$ cat src/common/agg_pkg.sv
package agg_pkg;

	localparam int NUM_VERTICES = 16; // vertex slots per buffer
	localparam int FEAT_LANES = 4; // elements per feature vector
	localparam int ELEM_W = 16;
	localparam int VADDR_W = $clog2(NUM_VERTICES);
	localparam int COUNT_W = 8;
	localparam int PROD_W = 2 * ELEM_W; // full product before wrapping

	typedef logic [VADDR_W-1:0] vertex_addr_t;
	typedef logic signed [ELEM_W-1:0] elem_t; // feature element or edge weight
	typedef elem_t [FEAT_LANES-1:0] feature_t; // lane 0 in the low bits
	typedef logic [COUNT_W-1:0] edge_count_t;
	typedef logic signed [PROD_W-1:0] prod_t;

	// one term handed from the controller to the multiply-accumulate unit
	typedef struct packed {
		logic valid;
		elem_t weight;
		logic first; // load instead of add
		logic last; // vertex complete after this term
		logic run_end; // last term of the last vertex in the run
		vertex_addr_t dst;
	} mac_issue_t;

endpackage

$ cat src/common/link_pkg.sv
package link_pkg;

	localparam int CREDITS = 4; // receive FIFO depth and sender start credit
	localparam int PTR_W = $clog2(CREDITS);
	localparam int CNT_W = $clog2(CREDITS + 1);

	typedef enum logic {
		rec_header = 1'b0,
		rec_edge = 1'b1
	} record_kind_t;

	// header: addr is the destination, count the neighbor count
	// edge: addr is the source vertex, weight its coefficient
	typedef struct packed {
		record_kind_t kind;
		agg_pkg::vertex_addr_t addr;
		agg_pkg::edge_count_t count;
		agg_pkg::elem_t weight;
	} agg_record_t;

endpackage

$ cat src/aggregate_core/aggregate_ctrl.sv
`timescale 1ns/100ps

module aggregate_ctrl (
	input logic clk,
	input logic rst,
	input logic start,
	input agg_pkg::edge_count_t num_vertices,
	input link_pkg::agg_record_t head,
	input logic head_valid,
	output logic pop,
	output agg_pkg::vertex_addr_t src_rd_addr,
	output agg_pkg::mac_issue_t issue,
	input logic run_done,
	output logic busy
);

	typedef enum logic [1:0] {
		st_idle,
		st_run,
		st_drain
	} state_t;

	state_t state;
	agg_pkg::edge_count_t vert_left; // headers not yet popped
	agg_pkg::edge_count_t edges_left; // edges of the current vertex
	agg_pkg::vertex_addr_t cur_dst;
	logic is_header;
	logic take;
	logic term_last;
	logic term_end;

	assign is_header = (head.kind == link_pkg::rec_header);
	assign take = (state == st_run) && head_valid;

	always_comb begin
		if (is_header) begin
			term_last = (head.count == '0);
			term_end = term_last && (vert_left == agg_pkg::edge_count_t'(1));
		end else begin
			term_last = (edges_left == agg_pkg::edge_count_t'(1));
			term_end = term_last && (vert_left == '0);
		end
	end

	// one term per popped record, source read goes out with it
	always_comb begin
		pop = take;
		src_rd_addr = head.addr; // self term reads the destination slot
		issue = '0;
		issue.valid = take;
		issue.first = is_header;
		issue.last = term_last;
		issue.run_end = term_end;
		issue.weight = is_header ? agg_pkg::elem_t'(1) : head.weight;
		issue.dst = is_header ? head.addr : cur_dst;
	end

	assign busy = (state == st_run) || ((state == st_drain) && !run_done);

	always_ff @(posedge clk) begin
		if (rst) begin
			state <= st_idle;
			vert_left <= '0;
			edges_left <= '0;
		end else begin
			case (state)
				st_idle: begin
					if (start) begin
						vert_left <= num_vertices;
						edges_left <= '0;
						state <= st_run;
					end
				end
				st_run: begin
					if (take) begin
						if (is_header) begin
							vert_left <= vert_left - 1'b1;
							edges_left <= head.count;
						end else begin
							edges_left <= edges_left - 1'b1;
						end
						if (term_end) begin
							state <= st_drain; // wait for the last write
						end
					end
				end
				st_drain: begin
					if (run_done) begin
						state <= st_idle;
					end
				end
				default: state <= st_idle;
			endcase
		end
	end

	always_ff @(posedge clk) begin
		if (take && is_header) begin
			cur_dst <= head.addr;
		end
	end

endmodule

$ cat src/aggregate_core/vector_mac.sv
`timescale 1ns/100ps

module vector_mac (
	input logic clk,
	input logic rst,
	input agg_pkg::mac_issue_t issue,
	input agg_pkg::feature_t src_data,
	output logic dst_we,
	output agg_pkg::vertex_addr_t dst_addr,
	output agg_pkg::feature_t dst_data,
	output logic run_done
);

	agg_pkg::mac_issue_t issue_d; // lines up with the source read data
	agg_pkg::feature_t acc;
	agg_pkg::feature_t acc_next;
	agg_pkg::prod_t prod [agg_pkg::FEAT_LANES];

	always_comb begin
		for (int i = 0; i < agg_pkg::FEAT_LANES; i++) begin
			prod[i] = issue_d.weight * src_data[i];
			if (issue_d.first) begin
				acc_next[i] = prod[i][agg_pkg::ELEM_W-1:0];
			end else begin
				acc_next[i] = acc[i] + prod[i][agg_pkg::ELEM_W-1:0]; // wraps
			end
		end
	end

	always_ff @(posedge clk) begin
		if (rst) begin
			issue_d.valid <= 1'b0;
		end else begin
			issue_d <= issue;
		end
	end

	// partial sums hold while no term arrives
	always_ff @(posedge clk) begin
		if (issue_d.valid) begin
			acc <= acc_next;
		end
		if (issue_d.valid && issue_d.last) begin
			dst_data <= acc_next;
			dst_addr <= issue_d.dst;
		end
	end

	always_ff @(posedge clk) begin
		if (rst) begin
			dst_we <= 1'b0;
			run_done <= 1'b0;
		end else begin
			dst_we <= issue_d.valid && issue_d.last;
			run_done <= issue_d.valid && issue_d.last && issue_d.run_end;
		end
	end

endmodule

$ cat src/ingress/record_ingress.sv
`timescale 1ns/100ps

module record_ingress (
	input logic clk,
	input logic rst,
	input logic rec_valid,
	input link_pkg::agg_record_t rec,
	input logic pop,
	output link_pkg::agg_record_t head,
	output logic head_valid,
	output logic credit_return
);

	link_pkg::agg_record_t mem [link_pkg::CREDITS];
	logic [link_pkg::PTR_W-1:0] wr_ptr;
	logic [link_pkg::PTR_W-1:0] rd_ptr;
	logic [link_pkg::CNT_W-1:0] count;
	logic do_pop;

	assign head = mem[rd_ptr];
	assign head_valid = (count != '0);
	assign do_pop = pop && head_valid;

	always_ff @(posedge clk) begin
		if (rec_valid) begin
			mem[wr_ptr] <= rec; // sender credit guarantees a free slot
		end
	end

	always_ff @(posedge clk) begin
		if (rst) begin
			wr_ptr <= '0;
			rd_ptr <= '0;
			count <= '0;
			credit_return <= 1'b0;
		end else begin
			credit_return <= do_pop; // one credit back per popped record
			if (rec_valid) begin
				wr_ptr <= wr_ptr + 1'b1; // depth is a power of two
			end
			if (do_pop) begin
				rd_ptr <= rd_ptr + 1'b1;
			end
			case ({rec_valid, do_pop})
				2'b10: count <= count + 1'b1;
				2'b01: count <= count - 1'b1;
				default: count <= count;
			endcase
		end
	end

endmodule

$ cat src/verilog/aggregate_top.sv
`timescale 1ns/100ps

module aggregate_top (
	input logic clk,
	input logic rst,
	input logic start,
	input agg_pkg::edge_count_t num_vertices,
	input logic rec_valid,
	input link_pkg::agg_record_t rec,
	output logic credit_return,
	input logic load_we,
	input agg_pkg::vertex_addr_t load_addr,
	input agg_pkg::feature_t load_data,
	input agg_pkg::vertex_addr_t rd_addr,
	output agg_pkg::feature_t rd_data,
	output logic busy,
	output logic done
);

	link_pkg::agg_record_t head;
	logic head_valid;
	logic pop;
	agg_pkg::vertex_addr_t src_rd_addr;
	agg_pkg::feature_t src_data;
	agg_pkg::mac_issue_t issue;
	logic dst_we;
	agg_pkg::vertex_addr_t dst_addr;
	agg_pkg::feature_t dst_data;

	record_ingress ingress_i (
		.clk(clk),
		.rst(rst),
		.rec_valid(rec_valid),
		.rec(rec),
		.pop(pop),
		.head(head),
		.head_valid(head_valid),
		.credit_return(credit_return)
	);

	aggregate_ctrl ctrl_i (
		.clk(clk),
		.rst(rst),
		.start(start),
		.num_vertices(num_vertices),
		.head(head),
		.head_valid(head_valid),
		.pop(pop),
		.src_rd_addr(src_rd_addr),
		.issue(issue),
		.run_done(done),
		.busy(busy)
	);

	feature_buffer src_buf_i ( // written only through the load port
		.clk(clk),
		.we(load_we),
		.wr_addr(load_addr),
		.wr_data(load_data),
		.rd_addr(src_rd_addr),
		.rd_data(src_data)
	);

	vector_mac mac_i (
		.clk(clk),
		.rst(rst),
		.issue(issue),
		.src_data(src_data),
		.dst_we(dst_we),
		.dst_addr(dst_addr),
		.dst_data(dst_data),
		.run_done(done)
	);

	feature_buffer dst_buf_i ( // read side is the readout port
		.clk(clk),
		.we(dst_we),
		.wr_addr(dst_addr),
		.wr_data(dst_data),
		.rd_addr(rd_addr),
		.rd_data(rd_data)
	);

endmodule

$ cat src/verilog/feature_buffer.sv
`timescale 1ns/100ps

module feature_buffer (
	input logic clk,
	input logic we,
	input agg_pkg::vertex_addr_t wr_addr,
	input agg_pkg::feature_t wr_data,
	input agg_pkg::vertex_addr_t rd_addr,
	output agg_pkg::feature_t rd_data
);

	agg_pkg::feature_t mem [agg_pkg::NUM_VERTICES];

	always_ff @(posedge clk) begin
		if (we) begin
			mem[wr_addr] <= wr_data;
		end
	end

	// registered read, old data on a same-cycle write to the same slot
	always_ff @(posedge clk) begin
		rd_data <= mem[rd_addr];
	end

endmodule
$ cat config.mk
export PLATFORM = sky130hd
export DESIGN_NAME = aggregate_top
export DESIGN_NICKNAME = d
export VERILOG_FILES = /design/src/common/agg_pkg.sv /design/src/common/link_pkg.sv /design/src/aggregate_core/aggregate_ctrl.sv /design/src/aggregate_core/vector_mac.sv /design/src/ingress/record_ingress.sv /design/src/verilog/aggregate_top.sv /design/src/verilog/feature_buffer.sv
export SDC_FILE = /design/constraint.sdc
export NUM_CORES = 2
export LEC_CHECK = 0
export ABC_AREA = 1
export CORE_MARGIN = 2
export CORE_UTILIZATION = 45
export DETAILED_ROUTE_END_ITERATION = 8
export DONT_BUFFER_PORTS = 1
export PLACE_DENSITY = 0.65
export SLEW_MARGIN = 20
export SYNTH_ARGS = -nofsm -noshare
export SYNTH_HDL_FRONTEND = slang
export SYNTH_HIERARCHICAL = 1
export SYNTH_SLANG_ARGS = --single-unit
$ cat constraint.sdc
create_clock -name clk -period 9.55 [get_ports clk]
set_clock_uncertainty 0.15 [all_clocks]
set_input_delay 0.4775 -clock clk [delete_from_list [all_inputs] [get_ports clk]]
set_output_delay 0.4775 -clock clk [all_outputs]
set_load 0.02 [all_outputs]
==> Word level (Yosys, flattened, before mapping) <==
Memory sizes are Yosys's and may differ from the RTL's. A register that Yosys moved wholly into a read port is not among the register bits.
Cells that the tools add are included.
{ "classes": {"addsub": 10, "multipliers": 4, "n_eq_ne": 11, "muxes": 29, "bitwise_logic": 1, "reduce_logical": 19} }
{ "ops": {"columns": ["operator", "count"], "rows": [
  ["$add A16 B16 Y16", 4],
  ["$mul A16 B16 Y16", 4],
  ["$mux W16", 4],
  ["$mux W8", 6],
  ["$pmux W8 S2", 2],
  ["$eq A8 B1 Y1 const B", 2],
  ["$logic_not A8 Y1", 2],
  ["$sub A8 B1 Y8 const B", 2],
  ["$mux W2", 6],
  ["$logic_and A1 B1 Y1", 8],
  ["$mux W1", 8],
  ["$reduce_and A4 Y1", 2],
  ["$ne A2 B1 Y1 const B", 3],
  ["$pmux W2 S3", 1],
  ["$pmux W3 S2", 1],
  ["$add A2 B1 Y2 const B", 2],
  ["$eq A2 B1 Y1 const B", 2],
  ["$eq A2 B2 Y1 const B", 2],
  ["$mux W4", 1],
  ["$ne A2 B2 Y1 const B", 2],
  ["$reduce_bool A2 Y1", 2],
  ["$add A3 B1 Y3 const B", 1],
  ["$reduce_and A3 Y1", 1],
  ["$reduce_bool A3 Y1", 1],
  ["5 further kinds", 5]
]} }
{ "totals": {"reg_bits": 188, "ramBits": 2164, "in_bits": 114, "out_inout_bits": 67, "elab_cells": 102, "mem_count": 3} }
{ "mem_list": {"columns": ["memory", "words", "word_bits", "rd", "rd_clocked_by_memory_dff", "wr", "line_no", "text"], "rows": [
  ["dst_buf_i.mem", 16, 64, 1, 1, 1, "feature_buffer.sv:12", "agg_pkg::feature_t mem [agg_pkg::NUM_VERTICES];"],
  ["src_buf_i.mem", 16, 64, 1, 1, 1, "feature_buffer.sv:12", null],
  ["ingress_i.mem", 4, 29, 1, 1, 1, "record_ingress.sv:14", "link_pkg::agg_record_t mem [link_pkg::CREDITS];"]
]} }

==> Longest topological paths before layout <==
{ "depth": {"word_depth": 6, "mapped_depth": 39, "mapped_depth_nobuf": 37} }

==> By module <==
The synthesis kept the hierarchy.
{ "by_module_without_submodules": {"columns": ["module", "n_inst", "cells_per_inst", "area_per_inst_um2"], "rows": [
  ["feature_buffer at src_buf_i", 1, 4210, 45285.9],
  ["feature_buffer at dst_buf_i", 1, 4210, 45258.4],
  ["vector_mac", 1, 3617, 26778.2],
  ["record_ingress", 1, 348, 5099.9],
  ["aggregate_ctrl", 1, 276, 1707.9]
]} }

==> Worst setup path after synthesis <==
No wires, ideal clock.
{ "synth_path": {"path_type": "flip-flop to flip-flop", "startpoint": "register mac_i/issue_d[15] (netlist bit)", "endpoint": "register mac_i/acc[31] (netlist bit), data pin", "setup_ns": 0.252, "arrival_time_ns": 6.453, "path_slack_ns": 2.695, "path_stages_with_launch": 37, "synth_period_minus_slack_ns": 6.855, "path_cell_list": "edfxtp_1 -> clkbuf_1 -> clkbuf_1 -> buf_1 -> nand2_1 -> fa_1 -> fa_1 -> fa_1 -> fa_1 -> inv_1 -> fa_1 -> inv_1 -> fa_1 -> inv_1 -> ha_1 -> inv_1 -> nor3_1 -> nand3_1 -> nand4_1 -> nand2_1 -> nand2_1 -> a21oi_1 -> inv_1 -> nand2_1 -> nand2_1 -> inv_1 -> ha_1 -> a21oi_1 -> o21ai_0 -> a21oi_1 -> nand2_1 -> o21ai_0 -> nor2_1 -> inv_1 -> nand3_1 -> nand2_1 -> inv_1"} }
{ "synth_lines": {"columns": ["element", "line_no", "text"], "rows": [
  ["from (decl)", "vector_mac.sv:14", "agg_pkg::mac_issue_t issue_d;"],
  ["from (signal assigned)", "vector_mac.sv:34", "issue_d <= issue;"],
  ["to (signal assigned)", "vector_mac.sv:41", "acc <= acc_next;"],
  ["to (decl)", "vector_mac.sv:15", "agg_pkg::feature_t acc;"]
]} }

==> results.txt <==
The area of the die came out at 280000 sq um. The worst hold path begins at rd_addr[0]. The clock sink count came out at 2482. The buffer depth of the longest clock path came out at 4. The via count of the first global-routing pass is 79.0k.

The portion of synthesized cell area occupied by the leading cell type is 0.562. The post-layout instance count excluding filler cells is 16.5k. Of the cells placed in the final design, the portion with a size suffix greater than 1 is 0.0511. The cell area after technology mapping came out at around 120000 sq um. The vertical die dimension came out at 529 microns. The placeable core region came out at between 200000 and 300000 sq um. The clock transition at the registers of the reported paths is approximately 0.06 ns. The minimum setup slack among reg-to-reg paths is around 2.1 ns. The placed instance count is 15.9k. The cell taking the most area after synthesis is sky130_fd_sc_hd__edfxtp_1. The number of enable flip-flop cells after synthesis came out at 2323. The path type of the worst min-delay path is primary input to flip-flop.

The worst setup path is launched from a flip-flop. The number of different library cells in the post-synthesis netlist is 56. The root cell of the clock tree is sky130_fd_sc_hd__clkbuf_16. The routed wire length per instance came out at 18.4 microns. TritonCTS built the clock tree.

The total congestion overflow came out at 0. The post-synthesis sequential element count is 2482. The number of ports placed on the die boundary is 181. The transition time at the pin with the least slew margin is 1.09 ns.

Once layout is done, the placed cells without fillers occupy 137000 sq um. The worst hold path depth came out at 6. The DRC violation count after routing came out at 0. The final critical-path share of the clock period is 0.776. The worst hold path terminates at dst_buf_i/rd_data[17].

The commonest register cell after synthesis is sky130_fd_sc_hd__edfxtp_1. The number of nets at the end of the flow is ~13k. The total routed wirelength came out at 304 mm. The worst slew margin relative to its limit came out at 0.270. The area overhead of the layout relative to synthesis is 10.2%. The startpoint identified for the worst register-to-register timing path is mac_i/issue_d[11].

The slowest stage of the critical path is the sky130_fd_sc_hd__edfxtp_1 cell. The count of buffers from port buffering is 0. The initial antenna violation count is 45. The final HPWL from detailed placement is approximately 160 mm. The initial utilization of the core area, before any placement, comes to 0.453. By startpoint and endpoint, the worst setup path is classified as flip-flop to flip-flop. The wire length of the first global-routing pass is about 470 mm.

The number of fill cells in the layout came out at 24.2k. The clock latency of the later-clocked register in the worst-skew pair is 0.88 ns. Counting instances in the post-synthesis netlist gives the leading cell types as sky130_fd_sc_hd__nand2_1, sky130_fd_sc_hd__inv_1, sky130_fd_sc_hd__edfxtp_1.

For this run, the register share of the synthesized area comes to 0.588. The pin count of the biggest net entering global routing came out at 244. Among the stages of the critical path, the cell type that occurs most often is sky130_fd_sc_hd__nand2_1. After technology mapping, the gate count stands at 12.7k. The length in cells of the worst reg-to-reg path came out at 29. Once placement finished, the instance area stood at about 130000 sq um. The most common cell in the synthesized netlist is sky130_fd_sc_hd__nand2_1.

The floorplan die width came out at 529 microns. The proportion of synthesized flip-flops having asynchronous set or reset is 0. The first detailed-routing pass took 6 iterations. The synthesized net count came out at 13.4k. The data required time of the worst path is approximately 10 ns.

The total track usage came out at 0.215. The final hold violation count came out at 0. By area the synthesized netlist is led by sky130_fd_sc_hd__edfxtp_1, sky130_fd_sc_hd__nand2_1, sky130_fd_sc_hd__inv_1. The highest fanout seen on the critical path came out at 21. For this block, the via count after detailed routing is 82.2k. The data arrival time at the worst-slack endpoint came out at 7.87 ns. The final RePlAce weighted congestion came out at between 0.8 and 0.9. Row generation in the floorplan step produced ~190 rows. The worst path in the final design needs a cycle of 7.41 ns, including I/O delays and setup. The remaining antenna violation count after routing came out at 0. The maximum level of the CTS H-tree came out at 5. The run finished with clean final reports.

After the first detailed-routing iteration, the DRC count stood at 7560. The count of endpoints failing setup in the final report came out at 0. In this run the critical register-to-register path is captured at mac_i/dst_data[47]. The number of max-slew violations in the final report came out at 0. Buffers inserted during clock tree synthesis total approximately 280. Yosys printed 6 warnings. Setup repair after global routing left no endpoint under its margin. The top achievable clock speed came out at 135 MHz. The number of max-capacitance violations reported is 0.

Summed over all failing endpoints, the final setup total negative slack is 0 ns. The worst stage delay on the critical path came out at between 0.9 and 1 ns. The vias per cell is 4.98.

STA classifies the critical path endpoint as a flip-flop. The mean cell area of the mapped netlist came out at 9.80 sq um.
-- worst max-delay path by stage --
stage | to | slack [ns] | startpoint
global route | mac_i/dst_data[47] | 1.63 | mac_i/issue_d[11]
CTS | mac_i/dst_data[47] | 2.17 | mac_i/issue_d[11]
finish | mac_i/dst_data[47] | 2.14 | mac_i/issue_d[11]
floorplan | mac_i/acc[31] | 2.70 | mac_i/issue_d[15]
global placement | mac_i/dst_data[47] | 2.35 | mac_i/issue_d[11]
detailed placement | mac_i/acc[47] | 2.19 | mac_i/issue_d[11]
-- metal layers --
layer | vias up | part of all wire | wire (microns) | track usage
met3 | 531 | 0.071 | 21500 | 0.0285
met1 | 39000 | 0.43 | 130000 | 0.290
met5 | - | 0.00078 | 237 | 0
li1 | 39900 | - | - | -
met2 | 2752 | 0.48 | 144000 | 0.362
met4 | 36 | 0.026 | 8010 | 0.0634
-- cells by family (layout without fill, tap and decap cells) --
group	Yosys count	after routing	share of synthesized area
compound gates	397	397	0.0188
other cells	0	13	0
simple gates	5815	5815	0.196
buf+inv	3265	3421	0.109
flops	2482	2482	0.588
xor+xnor	63	63	0.00445
fa+ha+maj	639	639	0.0838
-- sequential cells by signal, indices dropped and copies added (netlist names), 24 cells and up, named ones only --
name,count
mac_i/acc,64
ingress_i/mem,116
dst_buf_i/mem,1024
mac_i/dst_data,64
mac_i/issue_d,24
src_buf_i/mem,1024
dst_buf_i/rd_data,64
src_buf_i/rd_data,64
-- per-stage QoR --
stage	util	hold slack [ns]	setup slack (ns)
finish	0.499	0.0145	2.14
global route	0.499	0.0603	1.63
floorplan	-	0.250	2.70
global placement	0.462	0.293	2.35
detailed placement	0.462	0.301	2.19
CTS	0.499	0.000237	2.17
-- what timing repair did --
| item | 4_1_cts | 5_1_grt |
|---|---|---|
| gates resized for setup | 0 | 0 |
| hold buffers | 131 | 0 |
| setup buffers | 0 | 0 |
| endpoints found under the hold margin | 1372 | 0 |
-- layout by cell type, fill, tap and decap left out, drive strengths merged, types with 4 or more instances in the layout --
cell / count
o31ai: 5
edfxtp: 2323
dlygate4sd3: 124
or2: 16
xor2: 43
o21a: 4
nor2: 190
a31oi: 6
nor3: 19
nand3: 1718
nand3b: 12
o21ai: 169
fa: 321
buf: 127
a21o: 7
clkinv: 103
clkbuf: 338
inv: 2702
dfxtp: 159
o22ai: 37
nand4: 10
nand2: 3847
ha: 318
a21oi: 133
xnor2: 20
bufinv: 20
a211oi: 4
a21boi: 10
clkinvlp: 7
diode: 13
o21bai: 13
-- critical path, delay by kind of cell, from the launching register on --
family | cells | cell delay (ns)
adder cells (fa/ha/maj) | 8 | 3.30
AO/OA/AOI/OAI | 7 | 1.21
flip-flops | 1 | 0.98
buffers and inverters | 6 | 0.68
AND/OR/NAND/NOR | 7 | 0.61
XOR/XNOR | 1 | 0.21
-- layout make-up --
class / instances / area, sq um / area share
Tap cell: 3686 / 4610 / 0.0337
Antenna cell: 13 / 32.5 / 0.000238
Clock buffer: 338 / 7380 / 0.0540
Clock inverter: 145 / 1310 / 0.00954
Sequential cell: 2482 / 72900 / 0.533
Timing Repair Buffer: 251 / 2430 / 0.0178
Inverter: 2687 / 10200 / 0.0742
Multi-Input combinational cell: 6914 / 37900 / 0.277
Power is not shown: default switching activity piles up to over one toggle a cycle in this logic, so the estimate is an artifact.
